<file path="src/verilog/cpu_ctrl_pkg.sv">
// Core control package
// Command bits, status layout, core-side types
package cpu_ctrl_pkg;

	////////////////////////////////////////
	// Core-side types
	////////////////////////////////////////
	localparam int REG_IDX_W = 5;
	localparam int CC_W = 3;

	// One of the 32 core registers
	typedef logic [REG_IDX_W-1:0] reg_idx_t;
	// Condition code from the core
	typedef logic [CC_W-1:0] cpu_cc_t;

	////////////////////////////////////////
	// Command bits
	////////////////////////////////////////
	// Same positions in the control write and the status word
	localparam int RESET_BIT = 6;
	localparam int STEP_BIT = 8;
	localparam int HALT_BIT = 10;
	localparam int CLEAR_CACHE_BIT = 11;

	// Status only fields
	localparam int STATUS_INT_BIT = 7;
	// High while the core is not stalled
	localparam int STATUS_RUN_BIT = 9;
	localparam int STATUS_CC_LSB = 12;
	localparam int STATUS_BREAK_BIT = 15;

endpackage

</file>
<file path="src/verilog/dbg_bus_pkg.sv">
// Debug bus package
// AXI-lite field widths and address decode
package dbg_bus_pkg;

	////////////////////////////////////////
	// Bus field widths
	////////////////////////////////////////
	localparam int ADDR_W = 8;
	localparam int DATA_W = 32;
	localparam int STRB_W = DATA_W / 8;

	// Word index drops the byte offset
	localparam int WIDX_LSB = 2;
	localparam int WIDX_W = ADDR_W - WIDX_LSB;

	// Byte address as seen on AWADDR/ARADDR
	typedef logic [ADDR_W-1:0] dbg_addr_t;
	// Data word on WDATA/RDATA
	typedef logic [DATA_W-1:0] dbg_word_t;
	// One strobe per byte lane
	typedef logic [STRB_W-1:0] dbg_strb_t;
	// Address with the low two bits removed
	typedef logic [WIDX_W-1:0] dbg_widx_t;

	////////////////////////////////////////
	// Address decode
	////////////////////////////////////////
	// Set: control/status word, clear: index bits 4:0 name a core register
	localparam int CTRL_SEL_BIT = 5;

endpackage

</file>
<file path="src/verilog/dbg_cmd_if.sv">
// Debug command interface
// Accepted bus writes from the write path to run control
interface dbg_cmd_if;

	// Control word write accepted this cycle
	logic cmd_write;
	// Strobe and data of that write
	dbg_bus_pkg::dbg_strb_t cmd_strb;
	dbg_bus_pkg::dbg_word_t cmd_data;
	// Core register write with nonzero strobe accepted this cycle
	logic reg_write;
	// Core register write still waiting on the core
	logic reg_pending;

	// Write path drives everything
	modport write_side (
		output cmd_write, cmd_strb, cmd_data, reg_write, reg_pending
	);

	// Run control only listens
	modport ctrl_side (
		input cmd_write, cmd_strb, cmd_data, reg_write, reg_pending
	);

endinterface

</file>
<file path="src/verilog/cpu_run_control.sv">
// Run control
// Reset hold, halt, step, clear cache, status word
module cpu_run_control #(
	parameter int RESET_DURATION = 10,
	parameter bit START_HALTED = 1'b0
) (
	input  logic S_AXI_ACLK,
	input  logic S_AXI_ARESETN,
	dbg_cmd_if.ctrl_side cmd,
	input  logic i_cpu_dbg_stall,
	input  logic i_cpu_break,
	input  cpu_ctrl_pkg::cpu_cc_t i_cpu_dbg_cc,
	input  logic i_interrupt,
	output logic o_cpu_reset,
	output logic o_cpu_halt,
	output logic o_cpu_clear_cache,
	output dbg_bus_pkg::dbg_word_t o_status
);

	localparam int CW = (RESET_DURATION > 0) ? $clog2(RESET_DURATION + 1) : 1;

	typedef enum logic [1:0] {
		HOLD_RESET,
		RUN,
		STEPPING,
		HALTED
	} run_state_t;

	run_state_t state;
	run_state_t state_next;
	logic [CW-1:0] rst_cnt;
	logic cc_flag;
	logic hi_wr;
	logic reset_wr;
	logic halt_wr;
	logic step_wr;
	logic cc_wr;
	logic hold_req;
	logic halt_set;
	logic release_ok;

	////////////////////////////////////////
	// Command decode
	////////////////////////////////////////
	// Reset bit in lane 0, the rest in lane 1
	assign reset_wr = cmd.cmd_write && cmd.cmd_strb[cpu_ctrl_pkg::RESET_BIT / 8]
		&& cmd.cmd_data[cpu_ctrl_pkg::RESET_BIT];
	assign hi_wr = cmd.cmd_write && cmd.cmd_strb[cpu_ctrl_pkg::HALT_BIT / 8];
	assign halt_wr = hi_wr && cmd.cmd_data[cpu_ctrl_pkg::HALT_BIT];
	assign step_wr = hi_wr && cmd.cmd_data[cpu_ctrl_pkg::STEP_BIT];
	// Cache flush only when asked together with halt
	assign cc_wr = halt_wr && cmd.cmd_data[cpu_ctrl_pkg::CLEAR_CACHE_BIT];

	// Startup hold, explicit reset, or break when free running
	assign hold_req = (rst_cnt > CW'(1)) || reset_wr || (i_cpu_break && !START_HALTED);

	// Any of these forces a halt
	assign halt_set = (halt_wr && !step_wr)
		|| cmd.reg_write
		|| (state == STEPPING && !i_cpu_dbg_stall)
		|| cc_flag
		|| (hi_wr && cmd.cmd_data[cpu_ctrl_pkg::CLEAR_CACHE_BIT])
		|| (i_cpu_break && START_HALTED);

	// Run or step request, only once the core is idle
	assign release_ok = hi_wr && (!cmd.cmd_data[cpu_ctrl_pkg::HALT_BIT] || step_wr)
		&& !cmd.reg_pending && !i_cpu_dbg_stall;

	////////////////////////////////////////
	// Reset hold counter
	////////////////////////////////////////
	always_ff @(posedge S_AXI_ACLK)
	begin
		if (!S_AXI_ARESETN)
			rst_cnt <= CW'(RESET_DURATION);
		else if (rst_cnt != '0)
			rst_cnt <= rst_cnt - 1'b1;
	end

	////////////////////////////////////////
	// Run state FSM
	////////////////////////////////////////
	always_comb
	begin
		state_next = state;
		if (hold_req)
			state_next = HOLD_RESET;
		else if (halt_set)
			state_next = HALTED;
		else if (state == HOLD_RESET)
			state_next = START_HALTED ? HALTED : RUN;
		else if (release_ok)
			state_next = step_wr ? STEPPING : RUN;
	end

	always_ff @(posedge S_AXI_ACLK)
	begin
		if (!S_AXI_ARESETN)
			state <= HOLD_RESET;
		else
			state <= state_next;
	end

	// Flush request sits beside the state
	always_ff @(posedge S_AXI_ACLK)
	begin
		if (!S_AXI_ARESETN || hold_req)
			cc_flag <= 1'b0;
		else if (cc_wr)
			cc_flag <= 1'b1;
		else if (o_cpu_halt && !i_cpu_dbg_stall)
			cc_flag <= 1'b0;
	end

	assign o_cpu_reset = (state == HOLD_RESET);
	assign o_cpu_halt = (state == HALTED) || (state == HOLD_RESET && START_HALTED);
	assign o_cpu_clear_cache = cc_flag;

	// Status word, unused bits zero
	always_comb
	begin
		o_status = '0;
		o_status[cpu_ctrl_pkg::RESET_BIT] = o_cpu_reset;
		o_status[cpu_ctrl_pkg::STATUS_INT_BIT] = i_interrupt;
		o_status[cpu_ctrl_pkg::STEP_BIT] = (state == STEPPING);
		o_status[cpu_ctrl_pkg::STATUS_RUN_BIT] = !i_cpu_dbg_stall;
		o_status[cpu_ctrl_pkg::HALT_BIT] = o_cpu_halt;
		o_status[cpu_ctrl_pkg::CLEAR_CACHE_BIT] = cc_flag;
		o_status[cpu_ctrl_pkg::STATUS_CC_LSB +: cpu_ctrl_pkg::CC_W] = i_cpu_dbg_cc;
		o_status[cpu_ctrl_pkg::STATUS_BREAK_BIT] = i_cpu_break;
	end

	// Cache flush only ever seen by a halted core
	a_flush_halted: assert property (@(posedge S_AXI_ACLK) disable iff (!S_AXI_ARESETN)
		o_cpu_clear_cache |-> o_cpu_halt)
		else $error("clear cache raised while core runs");

endmodule

</file>
<file path="src/verilog/dbg_read_path.sv">
// Debug read path
// Status and core register reads
module dbg_read_path (
	input  logic S_AXI_ACLK,
	input  logic S_AXI_ARESETN,
	// AR channel
	input  logic i_arvalid,
	output logic o_arready,
	input  dbg_bus_pkg::dbg_addr_t i_araddr,
	// R channel
	output logic o_rvalid,
	input  logic i_rready,
	output dbg_bus_pkg::dbg_word_t o_rdata,
	// Status word from run control
	input  dbg_bus_pkg::dbg_word_t i_status,
	// Core register read port
	output cpu_ctrl_pkg::reg_idx_t o_cpu_dbg_rreg,
	input  dbg_bus_pkg::dbg_word_t i_cpu_dbg_data
);

	dbg_bus_pkg::dbg_widx_t ar_idx;
	dbg_bus_pkg::dbg_word_t cap_data;
	logic ar_valid;
	logic read_ready;
	logic ctrl_sel;
	logic cap_valid;

	dbg_skid_buffer #(
		.DW($bits(dbg_bus_pkg::dbg_widx_t))
	) u_ar_skid (
		.S_AXI_ACLK(S_AXI_ACLK),
		.S_AXI_ARESETN(S_AXI_ARESETN),
		.i_valid(i_arvalid),
		.o_ready(o_arready),
		.i_data(i_araddr[dbg_bus_pkg::ADDR_W-1:dbg_bus_pkg::WIDX_LSB]),
		.o_valid(ar_valid),
		.i_ready(read_ready),
		.o_data(ar_idx)
	);

	assign ctrl_sel = ar_idx[dbg_bus_pkg::CTRL_SEL_BIT];

	// One read in flight, R slot free or emptying
	assign read_ready = ar_valid && !cap_valid && (!o_rvalid || i_rready);

	// Core answers in the same cycle
	assign o_cpu_dbg_rreg = ar_idx[cpu_ctrl_pkg::REG_IDX_W-1:0];

	////////////////////////////////////////
	// Register capture stage
	////////////////////////////////////////
	always_ff @(posedge S_AXI_ACLK)
	begin
		if (!S_AXI_ARESETN)
			cap_valid <= 1'b0;
		else
			cap_valid <= read_ready && !ctrl_sel;
	end

	always_ff @(posedge S_AXI_ACLK)
	begin
		if (read_ready)
			cap_data <= i_cpu_dbg_data;
	end

	////////////////////////////////////////
	// Read response
	////////////////////////////////////////
	// Status one cycle after accept, register two
	always_ff @(posedge S_AXI_ACLK)
	begin
		if (!S_AXI_ARESETN)
			o_rvalid <= 1'b0;
		else if (!o_rvalid || i_rready)
			o_rvalid <= (read_ready && ctrl_sel) || cap_valid;
	end

	always_ff @(posedge S_AXI_ACLK)
	begin
		if (!o_rvalid || i_rready)
			o_rdata <= cap_valid ? cap_data : i_status;
	end

	a_one_in_flight: assert property (@(posedge S_AXI_ACLK) disable iff (!S_AXI_ARESETN)
		!(cap_valid && o_rvalid))
		else $error("capture stage overlaps RVALID");

endmodule

</file>
<file path="src/verilog/dbg_skid_buffer.sv">
// Skid buffer
// Two entries, registered upstream ready
module dbg_skid_buffer #(
	parameter int DW = 8
) (
	input  logic S_AXI_ACLK,
	input  logic S_AXI_ARESETN,
	// Upstream side
	input  logic i_valid,
	output logic o_ready,
	input  logic [DW-1:0] i_data,
	// Downstream side
	output logic o_valid,
	input  logic i_ready,
	output logic [DW-1:0] o_data
);

	// Held item when downstream stalls
	logic r_valid;
	logic [DW-1:0] r_data;

	// Item moves in but not out
	always_ff @(posedge S_AXI_ACLK)
	begin
		if (!S_AXI_ARESETN)
			r_valid <= 1'b0;
		else if (i_valid && o_ready && !i_ready)
			r_valid <= 1'b1;
		else if (i_ready)
			r_valid <= 1'b0;
	end

	// Payload only, loads whenever the slot is free
	always_ff @(posedge S_AXI_ACLK)
	begin
		if (o_ready)
			r_data <= i_data;
	end

	// Ready is purely a register decode
	assign o_ready = !r_valid;

	// Empty buffer passes straight through
	assign o_valid = i_valid || r_valid;
	assign o_data = r_valid ? r_data : i_data;

	// Stalled output keeps both valid and payload
	a_hold_stalled: assert property (@(posedge S_AXI_ACLK) disable iff (!S_AXI_ARESETN)
		o_valid && !i_ready |=> o_valid && $stable(o_data))
		else $error("skid buffer dropped a stalled item");

endmodule

</file>
<file path="src/verilog/dbg_write_path.sv">
// Debug write path
// AW/W join, core register writes, B responses
module dbg_write_path (
	input  logic S_AXI_ACLK,
	input  logic S_AXI_ARESETN,
	// AW channel
	input  logic i_awvalid,
	output logic o_awready,
	input  dbg_bus_pkg::dbg_addr_t i_awaddr,
	// W channel
	input  logic i_wvalid,
	output logic o_wready,
	input  dbg_bus_pkg::dbg_word_t i_wdata,
	input  dbg_bus_pkg::dbg_strb_t i_wstrb,
	// B channel
	output logic o_bvalid,
	input  logic i_bready,
	// Core register write port
	input  logic i_cpu_dbg_stall,
	output logic o_cpu_dbg_we,
	output cpu_ctrl_pkg::reg_idx_t o_cpu_dbg_wreg,
	output dbg_bus_pkg::dbg_word_t o_cpu_dbg_wdata,
	// To run control
	dbg_cmd_if.write_side cmd
);

	localparam int IDX_W = $bits(dbg_bus_pkg::dbg_widx_t);
	localparam int W_DW = $bits(dbg_bus_pkg::dbg_word_t) + $bits(dbg_bus_pkg::dbg_strb_t);

	dbg_bus_pkg::dbg_widx_t aw_idx;
	dbg_bus_pkg::dbg_word_t w_data;
	dbg_bus_pkg::dbg_strb_t w_strb;
	logic [W_DW-1:0] w_pack;
	logic aw_valid;
	logic w_valid;
	logic write_ready;
	logic ctrl_sel;
	logic has_strb;
	logic core_free;

	////////////////////////////////////////
	// Channel buffers
	////////////////////////////////////////
	dbg_skid_buffer #(
		.DW(IDX_W)
	) u_aw_skid (
		.S_AXI_ACLK(S_AXI_ACLK),
		.S_AXI_ARESETN(S_AXI_ARESETN),
		.i_valid(i_awvalid),
		.o_ready(o_awready),
		.i_data(i_awaddr[dbg_bus_pkg::ADDR_W-1:dbg_bus_pkg::WIDX_LSB]),
		.o_valid(aw_valid),
		.i_ready(write_ready),
		.o_data(aw_idx)
	);

	// Data and strobe travel together
	dbg_skid_buffer #(
		.DW(W_DW)
	) u_w_skid (
		.S_AXI_ACLK(S_AXI_ACLK),
		.S_AXI_ARESETN(S_AXI_ARESETN),
		.i_valid(i_wvalid),
		.o_ready(o_wready),
		.i_data({i_wdata, i_wstrb}),
		.o_valid(w_valid),
		.i_ready(write_ready),
		.o_data(w_pack)
	);

	assign w_data = w_pack[W_DW-1:$bits(dbg_bus_pkg::dbg_strb_t)];
	assign w_strb = w_pack[$bits(dbg_bus_pkg::dbg_strb_t)-1:0];

	////////////////////////////////////////
	// Accept decision
	////////////////////////////////////////
	assign ctrl_sel = aw_idx[dbg_bus_pkg::CTRL_SEL_BIT];
	assign has_strb = |w_strb;
	// Pending write slot is empty or completing
	assign core_free = !o_cpu_dbg_we || !i_cpu_dbg_stall;

	// Both halves present, B slot free, core slot free for register writes
	assign write_ready = aw_valid && w_valid
		&& (ctrl_sel || !has_strb || core_free)
		&& (!o_bvalid || i_bready);

	////////////////////////////////////////
	// Core register write
	////////////////////////////////////////
	// Held until the core takes it
	always_ff @(posedge S_AXI_ACLK)
	begin
		if (!S_AXI_ARESETN)
			o_cpu_dbg_we <= 1'b0;
		else if (core_free)
			o_cpu_dbg_we <= write_ready && has_strb && !ctrl_sel;
	end

	// Register number and value follow the strobe
	always_ff @(posedge S_AXI_ACLK)
	begin
		if (core_free)
		begin
			o_cpu_dbg_wreg <= aw_idx[cpu_ctrl_pkg::REG_IDX_W-1:0];
			o_cpu_dbg_wdata <= w_data;
		end
	end

	// Write response, always OKAY
	always_ff @(posedge S_AXI_ACLK)
	begin
		if (!S_AXI_ARESETN)
			o_bvalid <= 1'b0;
		else if (write_ready)
			o_bvalid <= 1'b1;
		else if (i_bready)
			o_bvalid <= 1'b0;
	end

	// Run control sees control writes in the accept cycle
	assign cmd.cmd_write = write_ready && ctrl_sel;
	assign cmd.cmd_strb = w_strb;
	assign cmd.cmd_data = w_data;
	assign cmd.reg_write = write_ready && !ctrl_sel && has_strb;
	assign cmd.reg_pending = o_cpu_dbg_we;

	a_bvalid_hold: assert property (@(posedge S_AXI_ACLK) disable iff (!S_AXI_ARESETN)
		o_bvalid && !i_bready |=> o_bvalid)
		else $error("BVALID dropped before BREADY");

endmodule

</file>
<file path="src/verilog/zip_dbg_top.sv">
// Debug front end top level
module zip_dbg_top #(
	parameter int RESET_DURATION = 10,
	parameter bit START_HALTED = 1'b0
) (
	input  logic S_AXI_ACLK,
	input  logic S_AXI_ARESETN,
	// AW channel
	input  logic S_DBG_AWVALID,
	output logic S_DBG_AWREADY,
	input  dbg_bus_pkg::dbg_addr_t S_DBG_AWADDR,
	// W channel
	input  logic S_DBG_WVALID,
	output logic S_DBG_WREADY,
	input  dbg_bus_pkg::dbg_word_t S_DBG_WDATA,
	input  dbg_bus_pkg::dbg_strb_t S_DBG_WSTRB,
	// B channel
	output logic S_DBG_BVALID,
	input  logic S_DBG_BREADY,
	// AR channel
	input  logic S_DBG_ARVALID,
	output logic S_DBG_ARREADY,
	input  dbg_bus_pkg::dbg_addr_t S_DBG_ARADDR,
	// R channel
	output logic S_DBG_RVALID,
	input  logic S_DBG_RREADY,
	output dbg_bus_pkg::dbg_word_t S_DBG_RDATA,
	// Core inputs
	input  logic i_cpu_dbg_stall,
	input  dbg_bus_pkg::dbg_word_t i_cpu_dbg_data,
	input  cpu_ctrl_pkg::cpu_cc_t i_cpu_dbg_cc,
	input  logic i_cpu_break,
	input  logic i_interrupt,
	// Core outputs
	output logic o_cpu_reset,
	output logic o_cpu_halt,
	output logic o_cpu_clear_cache,
	output logic o_cpu_dbg_we,
	output cpu_ctrl_pkg::reg_idx_t o_cpu_dbg_wreg,
	output dbg_bus_pkg::dbg_word_t o_cpu_dbg_wdata,
	output cpu_ctrl_pkg::reg_idx_t o_cpu_dbg_rreg
);

	dbg_bus_pkg::dbg_word_t status;

	dbg_cmd_if u_cmd ();

	////////////////////////////////////////
	// Bus side
	////////////////////////////////////////
	dbg_write_path u_write (
		.S_AXI_ACLK(S_AXI_ACLK),
		.S_AXI_ARESETN(S_AXI_ARESETN),
		.i_awvalid(S_DBG_AWVALID),
		.o_awready(S_DBG_AWREADY),
		.i_awaddr(S_DBG_AWADDR),
		.i_wvalid(S_DBG_WVALID),
		.o_wready(S_DBG_WREADY),
		.i_wdata(S_DBG_WDATA),
		.i_wstrb(S_DBG_WSTRB),
		.o_bvalid(S_DBG_BVALID),
		.i_bready(S_DBG_BREADY),
		.i_cpu_dbg_stall(i_cpu_dbg_stall),
		.o_cpu_dbg_we(o_cpu_dbg_we),
		.o_cpu_dbg_wreg(o_cpu_dbg_wreg),
		.o_cpu_dbg_wdata(o_cpu_dbg_wdata),
		.cmd(u_cmd.write_side)
	);

	dbg_read_path u_read (
		.S_AXI_ACLK(S_AXI_ACLK),
		.S_AXI_ARESETN(S_AXI_ARESETN),
		.i_arvalid(S_DBG_ARVALID),
		.o_arready(S_DBG_ARREADY),
		.i_araddr(S_DBG_ARADDR),
		.o_rvalid(S_DBG_RVALID),
		.i_rready(S_DBG_RREADY),
		.o_rdata(S_DBG_RDATA),
		.i_status(status),
		.o_cpu_dbg_rreg(o_cpu_dbg_rreg),
		.i_cpu_dbg_data(i_cpu_dbg_data)
	);

	////////////////////////////////////////
	// Core control
	////////////////////////////////////////
	cpu_run_control #(
		.RESET_DURATION(RESET_DURATION),
		.START_HALTED(START_HALTED)
	) u_run (
		.S_AXI_ACLK(S_AXI_ACLK),
		.S_AXI_ARESETN(S_AXI_ARESETN),
		.cmd(u_cmd.ctrl_side),
		.i_cpu_dbg_stall(i_cpu_dbg_stall),
		.i_cpu_break(i_cpu_break),
		.i_cpu_dbg_cc(i_cpu_dbg_cc),
		.i_interrupt(i_interrupt),
		.o_cpu_reset(o_cpu_reset),
		.o_cpu_halt(o_cpu_halt),
		.o_cpu_clear_cache(o_cpu_clear_cache),
		.o_status(status)
	);

endmodule
</file>
<file path="config.mk">
export PLATFORM = sky130hd
export DESIGN_NAME = zip_dbg_top
export DESIGN_NICKNAME = d
export VERILOG_FILES = /design/src/verilog/cpu_ctrl_pkg.sv /design/src/verilog/dbg_bus_pkg.sv /design/src/verilog/dbg_cmd_if.sv /design/src/verilog/cpu_run_control.sv /design/src/verilog/dbg_read_path.sv /design/src/verilog/dbg_skid_buffer.sv /design/src/verilog/dbg_write_path.sv /design/src/verilog/zip_dbg_top.sv
export SDC_FILE = /design/constraint.sdc
export NUM_CORES = 1
export LEC_CHECK = 0
export BUFFER_PORTS_ARGS = -buffer_cell sky130_fd_sc_hd__buf_4
export CORE_MARGIN = 4
export CORE_UTILIZATION = 45
export DETAILED_ROUTE_END_ITERATION = 8
export HOLD_SLACK_MARGIN = 0.03
export PLACE_DENSITY = 0.78
export SYNTH_ARGS = -nofsm -noshare
export SYNTH_HDL_FRONTEND = slang
export SYNTH_SLANG_ARGS = --single-unit
export TNS_END_PERCENT = 1
</file>
<file path="constraint.sdc">
create_clock -name S_AXI_ACLK -period 2.45 [get_ports S_AXI_ACLK]
set_input_delay 0.245 -clock S_AXI_ACLK [delete_from_list [all_inputs] [get_ports S_AXI_ACLK]]
set_output_delay 0.245 -clock S_AXI_ACLK [all_outputs]
set_load 0.1 [all_outputs]
</file>
# Word-level counts from Yosys, hierarchy flattened
# Index checks and enable logic that the tools add are counted.
word_totals:
  ramBits: 0
  word_cells: 114
  latchBits: 0
  out_inout_bits: 83
  regBits: 163
  inputBits: 97
  memories: 0
  romBits: 0
op_classes:
  n_lt_le_gt_ge: 1
  eq_ne: 2
  div_mod_pow: 0
  n_mul: 0
  reduce_logical: 74
  n_shift: 0
  add_sub_neg: 1
  n_mux: 17
  bitwise: 1
ops:
  columns: ["cell", "count"]
  rows:
  - ["36-bit 2-to-1 mux", 1]
  - ["1-bit logical AND", 31]
  - ["1-bit logical OR", 17]
  - ["1-bit zero test", 16]
  - ["16-bit 2-to-1 mux", 1]
  - ["6-bit 2-to-1 mux", 2]
  - ["2-bit nonzero test", 5]
  - ["1-bit 2-to-1 mux", 9]
  - ["2-bit 2-to-1 mux", 4]
  - ["2-bit equality test, second input constant", 2]
  - ["4-bit by 1-bit greater-than comparator with 1-bit output, second input constant", 1]
  - ["4-bit nonzero test", 1]
  - ["4-bit OR reduction", 1]
  - ["4-bit by 1-bit subtractor with 4-bit output, second input constant", 1]
  - ["3-bit nonzero test", 1]
  - ["2-bit zero test", 1]
  - ["2-bit OR reduction", 1]
  - ["1-bit NOT", 1]

# Depth between registers and ports, before layout
# Gate-level depths: netlist (run 1).
depth:
  word_depth: 17
  ltp_mapped: 7
  mapped_depth_nobuf: 7

# Cells and area by module
# From an unflattened synthesis (run 1), not the netlist that was laid out.
hier_totals:
  hier_cells: 359
  hier_area_um2: 6229.7
by_module_without_submodules:
  columns: ["mod", "instances", "area_per_inst_um2", "seq_area_each_um2", "cells_each"]
  rows:
  - ["dbg_read_path", 1, 2548.7, 1961.9, 109]
  - ["dbg_skid_buffer (u_write.u_w_skid)", 1, 1275.0, 740.7, 80]
  - ["dbg_write_path", 1, 1270.0, 1151.1, 55]
  - ["cpu_run_control", 1, 655.6, 140.1, 81]
  - ["dbg_skid_buffer (u_read.u_ar_skid ...)", 2, 240.2, 140.1, 17]

# Least setup slack after synthesis (run 1)
# OpenSTA, ideal clock, no wires.
synth_path:
  path_type: "reg2reg"
  from: "register u_read.o_rvalid"
  to: "register u_read.cap_data[0], enable pin"
  t_required_ns: 2.059
  n_path_buf: 0
  setup_time_ns: 0.391
  arrival_time_ns: 2.693
  path_stages_with_launch: 4
  slack_ns: -0.634
  period_less_slack_ns: 3.084
  path_cell_list: "dfxtp_1 nand2b_1 nor2b_1 o21a_1"
synth_between:
  elab_chain_len: 3
synth_rtl:
  columns: ["item", "line", "rtl"]
  rows:
  - ["from (decl)", "dbg_read_path.sv:11", "output logic o_rvalid,"]
  - ["from (signal assigned)", "dbg_read_path.sv:75", "o_rvalid <= (read_ready && ctrl_sel) || cap_valid;"]
  - ["1-bit zero test", "dbg_read_path.sv:44", "assign read_ready = ar_valid && !cap_valid && (!o_rvalid || i_rready);"]
  - ["1-bit logical OR", "dbg_read_path.sv:44", null]
  - ["1-bit logical AND", "dbg_read_path.sv:44", null]
  - ["via u_read.read_ready", "dbg_read_path.sv:24", "logic read_ready;"]
  - ["to (signal assigned)", "dbg_read_path.sv:63", "cap_data <= i_cpu_dbg_data;"]
  - ["to (decl)", "dbg_read_path.sv:22", "dbg_bus_pkg::dbg_word_t cap_data;"]
# The timed path passes the listed nets, and every way through them passes these cells.
# A chain may end at the register's enable or synchronous reset.

# Worst setup path after layout (run 1)
layout_path:
  from: "register u_write.u_w_skid.r_valid"
  to: "register u_run.state[1]"
layout_between:
  word_cells_on_any_way: 37
  cone_classes: "mux (5); reduce/logical (32)"
layout_lines:
  columns: ["item", "line", "rtl"]
  rows:
  - ["from (decl)", "dbg_skid_buffer.sv:19", "logic r_valid;"]
  - ["from (signal assigned)", "dbg_skid_buffer.sv:26", "r_valid <= 1'b0;"]
  - ["from (signal assigned)", "dbg_skid_buffer.sv:28", "r_valid <= 1'b1;"]
  - ["from (signal assigned)", "dbg_skid_buffer.sv:30", "r_valid <= 1'b0;"]
  - ["36-bit 2-to-1 mux", null, null]
  - ["via u_cmd.cmd_data[6]", "dbg_cmd_if.sv:9", "dbg_bus_pkg::dbg_word_t cmd_data;"]
  - ["1-bit logical AND", "cpu_run_control.sv:47", "&& cmd.cmd_data[cpu_ctrl_pkg::RESET_BIT];"]
  - ["1-bit logical OR (2 in series)", "cpu_run_control.sv:55", "assign hold_req = (rst_cnt > CW'(1)) || reset_wr || (i_cpu_break && !START_HALTED);"]
  - ["2-bit OR reduction (no source line)", null, null]
  - ["to (signal assigned)", "cpu_run_control.sv:101", "state <= state_next;"]
  - ["to (decl)", "cpu_run_control.sv:29", "run_state_t state;"]
# The timed path passes the listed nets, and every way through them passes these cells. The select of a mux whose other input is x is not followed.

==> results.cfg, run 1 <==
[outcome]
status = completed

[detailed_routing]
dr.pass1.iters = 4
route.met3.wl_um = 1230
vias = 3495
wl_met1_um = 4960
dr.max_layer_used = met4
wl_met2_um = 5730
via_per_inst = 4.73
drc = 0
wl_um = 12100
avgRoutedWirePerCell_um = 16.4
drt_iter0_markers = 197
final_antenna_net_count = 0

[job]
cap_violations = 0

[synth]
synth_cell_types = 41
ys_seq_area_share_pct = 75.5
synth_edf_count = 101
synth_cells = 344
ys_ff_latch = 163
synth_xor_area_share_pct = 0.155
dominantRegCellSynth = edfxtp_1
synth_top_family_by_area = multiplexers
yosysTopAreaCell = edfxtp_1
synthSimpleGateAreaFrac_pct = 7.61
synth_fa_ha_area_share_pct = 0.663
synth_top_area_share_pct = 53.6
synth_async_sr_flop_share_pct = 0
synth_area_leaders = edfxtp_1, dfxtp_1, mux2_2, and2_1, o21ai_0
syn_nets = 444
synth.area.mux_share_pct = 11.1
syn_avg_cell_area_um2 = 16.5
synth_compound_area_share_pct = 2.63
syn_area_um2 = 5660
yosysWarnings = 0

[placed_design]
dp_hpwl_um = 7960
placed_cell_area_um2 = 7130
io_buffer_count = 175
gp_congestion = 0.755

[timing]
setup_viol = 0
slew_violations = 0
layout_min_cycle_time_ns = 1.96
hold_viol_final = 0
fmax_ghz = 0.510
skew_ns = 0.00828
holdWs_ns = 0.0597
max-slew-margin-rel_pct = 63.5
grt_setup_unrepaired = false
fin_crit_sh_pct = 80.0
worst_pin_slew_ns = 0.547

[global_route]
grt_pass1_wl_um = 19000
antenna_found_initial = 0
grt_max_degree = 37
grt_pass1_vias = 3786
gr-usage-all-layers_pct = 17.4
grt_overflow = 0

[critical_path]
cp.required_ns = 2.79
path_buf_inv = 1
path_cells = buf_4 > mux2_2 > nand3_1 > o221ai_1 > a31oi_1
slowest_stage = dfxtp_2
endpoint_kind = flop
crit_type = flop to flop
rrSetupSlack_ns = 0.49
worstSetupStartpointType = flop
critical_path.max_stage_delay_ns = 0.68
arrival_ns = 2.30
cpLargestDelayFamily = flip-flops
path_max_fanout = 25

[cts]
htree_levels = 4
cts_tree = yes
postCtsSetupRepairBufs = 0
hold_buffers = 32
cts_resized = 0
cts_root_buf = clkbuf_16
cts_buffers = 17
clock_sinks = 163
cts.path.max_buffers = 2
path_clk_slew_ns = 0.06
clk_latency_ns = 0.42

[pwr]
vdd_drop_max_mv = 0.482
powerDensity_nw_per_um2 = 935
p_leak_nw = 3.33
total_power_mw = 7.52

[layout]
diodes = 0
drive_above_1_share_pct = 47.8
final_area_um2 = 8040
utilization_pct = 66.1
nets = 658
area_growth_syn_to_layout_pct = 42.1
fillers = 845

[die]
die_height_um = 120
die_w_um = 120
core_um2 = 12200
die_area_um2 = 14400
start_util_pct = 46.5
io_pins = 180
row_count = 40

[min_path]
hold_path.class = input port to flop
## Yosys cell counts, types with 3 or more instances
master	instances
edfxtp_1	101
dfxtp_1	62
mux2_2	53
and2_1	24
nor2_1	12
nand2_1	10
inv_1	9
o21ai_0	9
clkbuf_1	6
buf_4	5
a21oi_1	4
buf_2	4
nor2b_1	4
ha_1	3
or3_1	3
## area by class of cell
cell class / count / area (um^2) / share of cell area [%]
tap: 168 / 210 / 2.61
sequential: 163 / 4280 / 53.2
timing repair buffer: 212 / 1670 / 20.8
multi-input combinational: 155 / 1260 / 15.7
clock buffer: 21 / 472 / 5.87
clock inverter: 11 / 116 / 1.45
inverter: 9 / 33.8 / 0.420
## placed cells by master, fill, tap and decap left out, types with 3 or more instances in the layout
cell,instances
clkinvlp_4,3
edfxtp_1,101
nor2_1,12
inv_1,9
or3_1,3
nor2b_1,4
a21oi_1,4
ha_1,3
buf_4,180
inv_6,4
nand2_1,9
dfxtp_1,61
and2_1,24
clkbuf_16,18
mux2_2,53
dlygate4sd3_1,32
o21ai_0,9
## through the flow
stage	cells	worst slack, ns	setup TNS, ns
after global routing	739	0.337	0
after global placement	675	0.538	0
after floorplan	344	-0.278	-8.89
final	739	0.490	0
after detailed placement	675	0.499	0
after CTS	739	0.475	0
## power by group
group	switching [mW]	internal [mW]	total, mW
Sequential	0.101	3.20	3.30
Combinational	1.20	0.423	1.62
Clock	1.09	1.51	2.60
Total	2.39	5.13	7.52
## logic make-up (layout without fill, tap and decap cells)
group,count (synthesis),count (layout)
XOR/XNOR,1,1
multiplexers,56,56
buffers and inverters,26,253
adder cells (fa/ha/maj),3,3
AO/OA/AOI/OAI,24,24
AND/OR/NAND/NOR,71,71
flip-flops,163,163
## flip-flops by register name (all words and copies together) (netlist names)
name                       count
u_write.o_bvalid               1
u_read.o_rvalid                1
u_write.cmd.reg_pending        1
u_write.u_aw_skid.r_data       6
u_read.cap_valid               1
u_write.u_aw_skid.r_valid      1
u_read.u_ar_skid.r_data        6
u_run.o_cpu_clear_cache        1
u_write.o_cpu_dbg_wreg         5
u_write.o_cpu_dbg_wdata       32
u_run.state                    2
u_write.u_w_skid.r_valid       1
u_read.cap_data               32
u_read.o_rdata                32
u_run.rst_cnt                  4
u_read.u_ar_skid.r_valid       1
u_write.u_w_skid.r_data       36
## worst paths after layout
check | start | end | cells after the start
worst max-delay path | u_write.u_w_skid.r_valid$_SDFFE_PN0P_ | u_run.state[1]$_SDFFE_PP0P_ | 5
worst min-delay path | S_AXI_ARESETN | u_run.rst_cnt[1]$_SDFFE_PN1P_ | 2
worst max register to register | u_write.u_w_skid.r_valid$_SDFFE_PN0P_ | u_run.state[1]$_SDFFE_PP0P_ | 5
worst min register to register | u_write.u_w_skid.r_data[16]$_DFF_P_ | u_write.u_w_skid.r_data[16]$_DFF_P_ | 1
## routing by layer
layer / global-route usage (%) / vias to the layer above
met3: 8.62 / 15
met4: 6.73 / 0
li1: - / 1681
met1: 20.0 / 1640
met5: 0 / -
met2: 28.1 / 159
(Power assumes the default switching activity.)
==> run 2: changes to the inputs <==
Settings changed: PLACE_DENSITY 0.78 to 0.75.
Clock period 2.45 ns to 2 ns, I/O delays scaled along.
==> results.cfg, run 2 (synthesis results as in run 1) <==
[cts]
htree_levels = 4
postCtsSetupRepairBufs = 0
cts_tree = yes
cts_buffers = 17
cts.path.max_buffers = 2
clock_sinks = 163
cts_root_buf = clkbuf_16
path_clk_slew_ns = 0.06
clk_latency_ns = 0.42

[layout]
largest_reg_flops = 36
final_cell_mix = buf_4, edfxtp_1, dlygate4sd3_1
nets = 703
largest-register = u_write.u_w_skid.r_data
area_growth_syn_to_layout_pct = 50.1
mostFrequentLayoutCell = buf_4
drive_above_1_share_pct = 45.3
fillers = 800
diodes = 0

[critical_path]
critical_path.endpoint = o_cpu_dbg_rreg[2]
worstReg2RegEnd = u_run.state[1]$_SDFFE_PP0P_
critical_path.max_stage_delay_ns = 0.55
reg2reg_depth = 5
crit_type = flop to output port
reg2reg_from = u_write.u_w_skid.r_valid$_SDFFE_PN0P_
path_max_fanout = 10
arrival_ns = 1.60
endpoint_kind = output port
rrSetupSlack_ns = 0.30
slowest_stage = dfxtp_1
crit_path_start = u_read.u_ar_skid.r_valid$_SDFFE_PN0P_
path_cells = mux2_2 > buf_4
cp.required_ns = 1.80
worstSetupStartpointType = flop

[placed_design]
post-place-ws_ns = 0.306
gp_congestion = 0.742
io_buffer_count = 175
dp_hpwl_um = 8270

[die]
io_pins = 180
die_w_um = 120
core_um2 = 12200
die_height_um = 120
start_util_pct = 46.5
row_count = 40
die_area_um2 = 14400

[timing]
skew_ns = 0.00859
setup_ws_ns = 0.195
fin_crit_sh_pct = 90.2
setup_viol = 0
worst_pin_slew_ns = 0.435
holdWs_ns = 0.0530
max-slew-margin-rel_pct = 71.0
hold_viol_final = 0
fmax_ghz = 0.554
grt_setup_unrepaired = false
layout_min_cycle_time_ns = 1.80
slew_violations = 0

[pwr]
p_leak_nw = 3.52
powerDensity_nw_per_um2 = 1090
vdd_drop_max_mv = 0.838

[global_route]
antenna_found_initial = 0
grt_pass1_vias = 4009
gr-usage-all-layers_pct = 18.8
grt_pass1_wl_um = 20800
grt_max_degree = 37
grt_overflow = 0

[detailed_routing]
drt_iter0_markers = 169
drc = 0
dr.pass1.iters = 4
wl_um = 13100
vias = 3683
avgRoutedWirePerCell_um = 16.7
final_antenna_net_count = 0
via_per_inst = 4.70

[min_path]
hold_path.class = input port to flop
holdCritStartpoint = S_DBG_ARADDR[7]

[job]
cap_violations = 0

[outcome]
status = completed
## run 2: cell types whose count changed in the layout (fill, tap and decap cells not counted)
cell | before | now
o21a_2 | 0 | 1
dlygate4sd3_1 | 32 | 76
inv_4 | 0 | 1
clkinvlp_4 | 3 | 4
o21a_1 | 2 | 1
clkinv_2 | 0 | 2
clkbuf_8 | 1 | 2
clkinv_4 | 2 | 0
clkbuf_1 | 2 | 0
clkbuf_16 | 18 | 17
dfxtp_1 | 61 | 59
buf_12 | 0 | 1
dfxtp_2 | 1 | 3
## run 2: where the power goes
part	internal [mW]	switching, mW	total, mW
combinational	0.581	1.50	2.08
sequential	3.92	0.119	4.04
clock	1.80	1.32	3.12
total	6.30	2.94	9.24
## run 2: worst max-delay path: cells and delay by family (launching register included)
kind                   cells  cell delay, ns
multiplexers               1            0.40
flip-flops                 1            0.55
buffers and inverters      1            0.24
## run 2: worst min path at each step
| stage | endpoint | slack [ns] | cells past startpoint |
|---|---|---|---|
| final | u_read.u_ar_skid.r_data[5]$_DFF_P_ | 0.05 | 2 |
| after global routing | u_read.u_ar_skid.r_data[5]$_DFF_P_ | 0.04 | 2 |
| after CTS | u_read.u_ar_skid.r_data[5]$_DFF_P_ | 0.03 | 2 |
| after detailed placement | u_read.cap_data[30]$_DFFE_PP_ | 0.38 | 1 |
| after global placement | u_read.cap_data[13]$_DFFE_PP_ | 0.38 | 1 |
| after floorplan | u_read.cap_data[0]$_DFFE_PP_ | 0.30 | 0 |
## run 2: through the flow
| step | TNS (ns) | area [um^2] | util, % | cells | power [mW] |
|---|---|---|---|---|---|
| after floorplan | -5.10 | 5670 | - | 344 | 5.57 |
| after global placement | 0 | 7160 | 58.8 | 676 | 6.02 |
| after detailed placement | 0 | 7160 | 58.8 | 676 | 6.07 |
| after CTS | 0 | 8490 | 69.8 | 784 | 9.31 |
| after global routing | 0 | 8490 | 69.8 | 784 | 9.59 |
| final | 0 | 8490 | 69.8 | 784 | 9.24 |
## run 2: repair_timing
action	in CTS	in global routing
hold endpoints to repair	77	0
hold buffers	76	0
gates resized for setup	0	0
## run 2: cell type report
class | count | area [um^2] | area share (%)
clock buffer | 19 | 453 | 5.33
clock inverter | 13 | 123 | 1.44
inverter | 9 | 33.8 | 0.398
multi-input combinational | 155 | 1260 | 14.9
sequential | 163 | 4280 | 50.4
tap | 168 | 210 | 2.48
timing repair buffer | 257 | 2130 | 25.1
## run 2: layer usage
layer	vias to the layer above	routed length, um	track usage [%]
li1	1768	-	-
met3	16	1010	6.79
met5	-	0	0
met4	0	201	7.23
met2	144	6680	32.6
met1	1755	5180	21.2
==> run 3: changes to the inputs <==
Clock period 2 ns to 2.3 ns, I/O delays scaled along.
==> results.cfg, run 3 (synthesis results as in run 1) <==
[global_route]
grt_pass1_vias = 3680
gr-usage-all-layers_pct = 17.0
grt_max_degree = 37
grt_overflow = 0
grt_pass1_wl_um = 18700
antenna_found_initial = 0

[pwr]
vdd_drop_max_mv = 0.657
p_switching_mw = 2.52
p_leak_nw = 3.33
pwr-share-comb_pct = 22.2
clkPwrFrac_pct = 33.4
total_power_mw = 7.88
sw_frac_of_total_pct = 32.0
p_int_mw = 5.36
power_frac_seq_pct = 44.5
powerDensity_nw_per_um2 = 981

[timing]
fmax_ghz = 0.542
holdWs_ns = 0.0506
slew_violations = 0
setup_viol = 0
skew_ns = 0.00618
hold_viol_final = 0
fin_crit_sh_pct = 80.2
max-slew-margin-rel_pct = 70.6
grt_setup_unrepaired = false
layout_min_cycle_time_ns = 1.85
worst_pin_slew_ns = 0.441

[critical_path]
arrival_ns = 1.62
cp.required_ns = 2.07
worstSetupStartpointType = flop
crit_type = flop to output port
path_max_fanout = 10
endpoint_kind = output port

[layout]
utilization_pct = 66.1
final_cell_mix = buf_4, edfxtp_1, dfxtp_1
mostFrequentLayoutCell = buf_4
diodes = 0
final_cells = 741
drive_above_1_share_pct = 48.2
nets = 660
largest_reg_flops = 36
area_growth_syn_to_layout_pct = 42.0
largest-register = u_write.u_w_skid.r_data

[placed_design]
dp_hpwl_um = 8180
placed_cells = 677
gp_congestion = 0.802
io_buffer_count = 175

[detailed_routing]
via_per_inst = 4.72
avgRoutedWirePerCell_um = 16.2
dr.pass1.iters = 4
drc = 0
vias = 3496
wl_um = 12000
final_antenna_net_count = 0
drt_iter0_markers = 160

[job]
cap_violations = 0

[cts]
cts_buffers = 17
cts_root_buf = clkbuf_16
clock_sinks = 163
cts_tree = yes
clk_latency_ns = 0.41
path_clk_slew_ns = 0.06
cts.path.max_buffers = 2
htree_levels = 4
postCtsSetupRepairBufs = 0

[die]
die_height_um = 120
io_pins = 180
die_w_um = 120
die_area_um2 = 14400
start_util_pct = 46.5
core_um2 = 12200
row_count = 40

[min_path]
hold_path.class = input port to flop

[outcome]
status = completed
run 3: cell count changes in the layout (fill, tap and decap cells not counted), sizes merged:
cell and change:
dlygate4sd3 -44, clkinv +4, inv -1, buf +1
clkbuf -2, clkinvlp -1
run 3: layout make-up:
type	instances	area (um^2)
Clock inverter	15	129
Clock buffer	17	425
Sequential cell	163	4280
Inverter	9	33.8
Multi-Input combinational cell	155	1260
Timing Repair Buffer	214	1700
Tap cell	168	210
Fill cell	853	4130
run 3: worst paths after layout:
kind | start | endpoint | slack (ns) | depth (start not counted)
setup reg to reg | u_write.u_w_skid.r_valid$_SDFFE_PN0P_ | u_run.state[1]$_SDFFE_PP0P_ | 0.57 | 5
setup / recovery | u_read.u_ar_skid.r_valid$_SDFFE_PN0P_ | o_cpu_dbg_rreg[0] | 0.45 | 2
hold / removal | S_DBG_WVALID | u_write.u_w_skid.r_valid$_SDFFE_PN0P_ | 0.05 | 3
hold reg to reg | u_write.u_aw_skid.r_data[3]$_DFF_P_ | u_write.u_aw_skid.r_data[3]$_DFF_P_ | 0.47 | 1
run 3: metrics by stage:
stage | setup TNS (ns) | setup slack (ns) | instance area [um^2]
6_report | 0 | 0.455 | 8040
3_5_place_dp | 0 | 0.578 | 7160
3_3_place_gp | 0 | 0.634 | 7160
2_1_floorplan | -0.592 | -0.144 | 5670
5_1_grt | 0 | 0.391 | 8040
4_1_cts | 0 | 0.432 | 8040
run 3: power groups by stage:
stage               Combinational [mW]  Clock (mW)  Sequential, mW
global placement                  1.69           0            3.55
global route                      1.81        2.82            3.53
floorplan                        0.360           0            4.49
finish                            1.75        2.63            3.51
detailed placement                1.71           0            3.57
CTS                               1.75        2.68            3.51
run 3: layer usage:
layer	track usage, %	vias up	share of wire [%]
li1	-	1682	-
met1	18.8	1643	39
met2	27.7	154	48
met3	9.10	17	12
met4	6.73	0	1.6
met5	0	-	0
run 3: repair_timing:
action | in CTS | in global routing
resized for setup | 0 | 0
hold buffers | 32 | 0
setup endpoints to repair | 0 | 0
endpoints found under the hold margin | 32 | 0
run 3: worst max-delay path, cell delays in order, from the launching register on:
cell     delay (ns)
dfxtp_1        0.56
mux2_2         0.40
buf_4          0.24
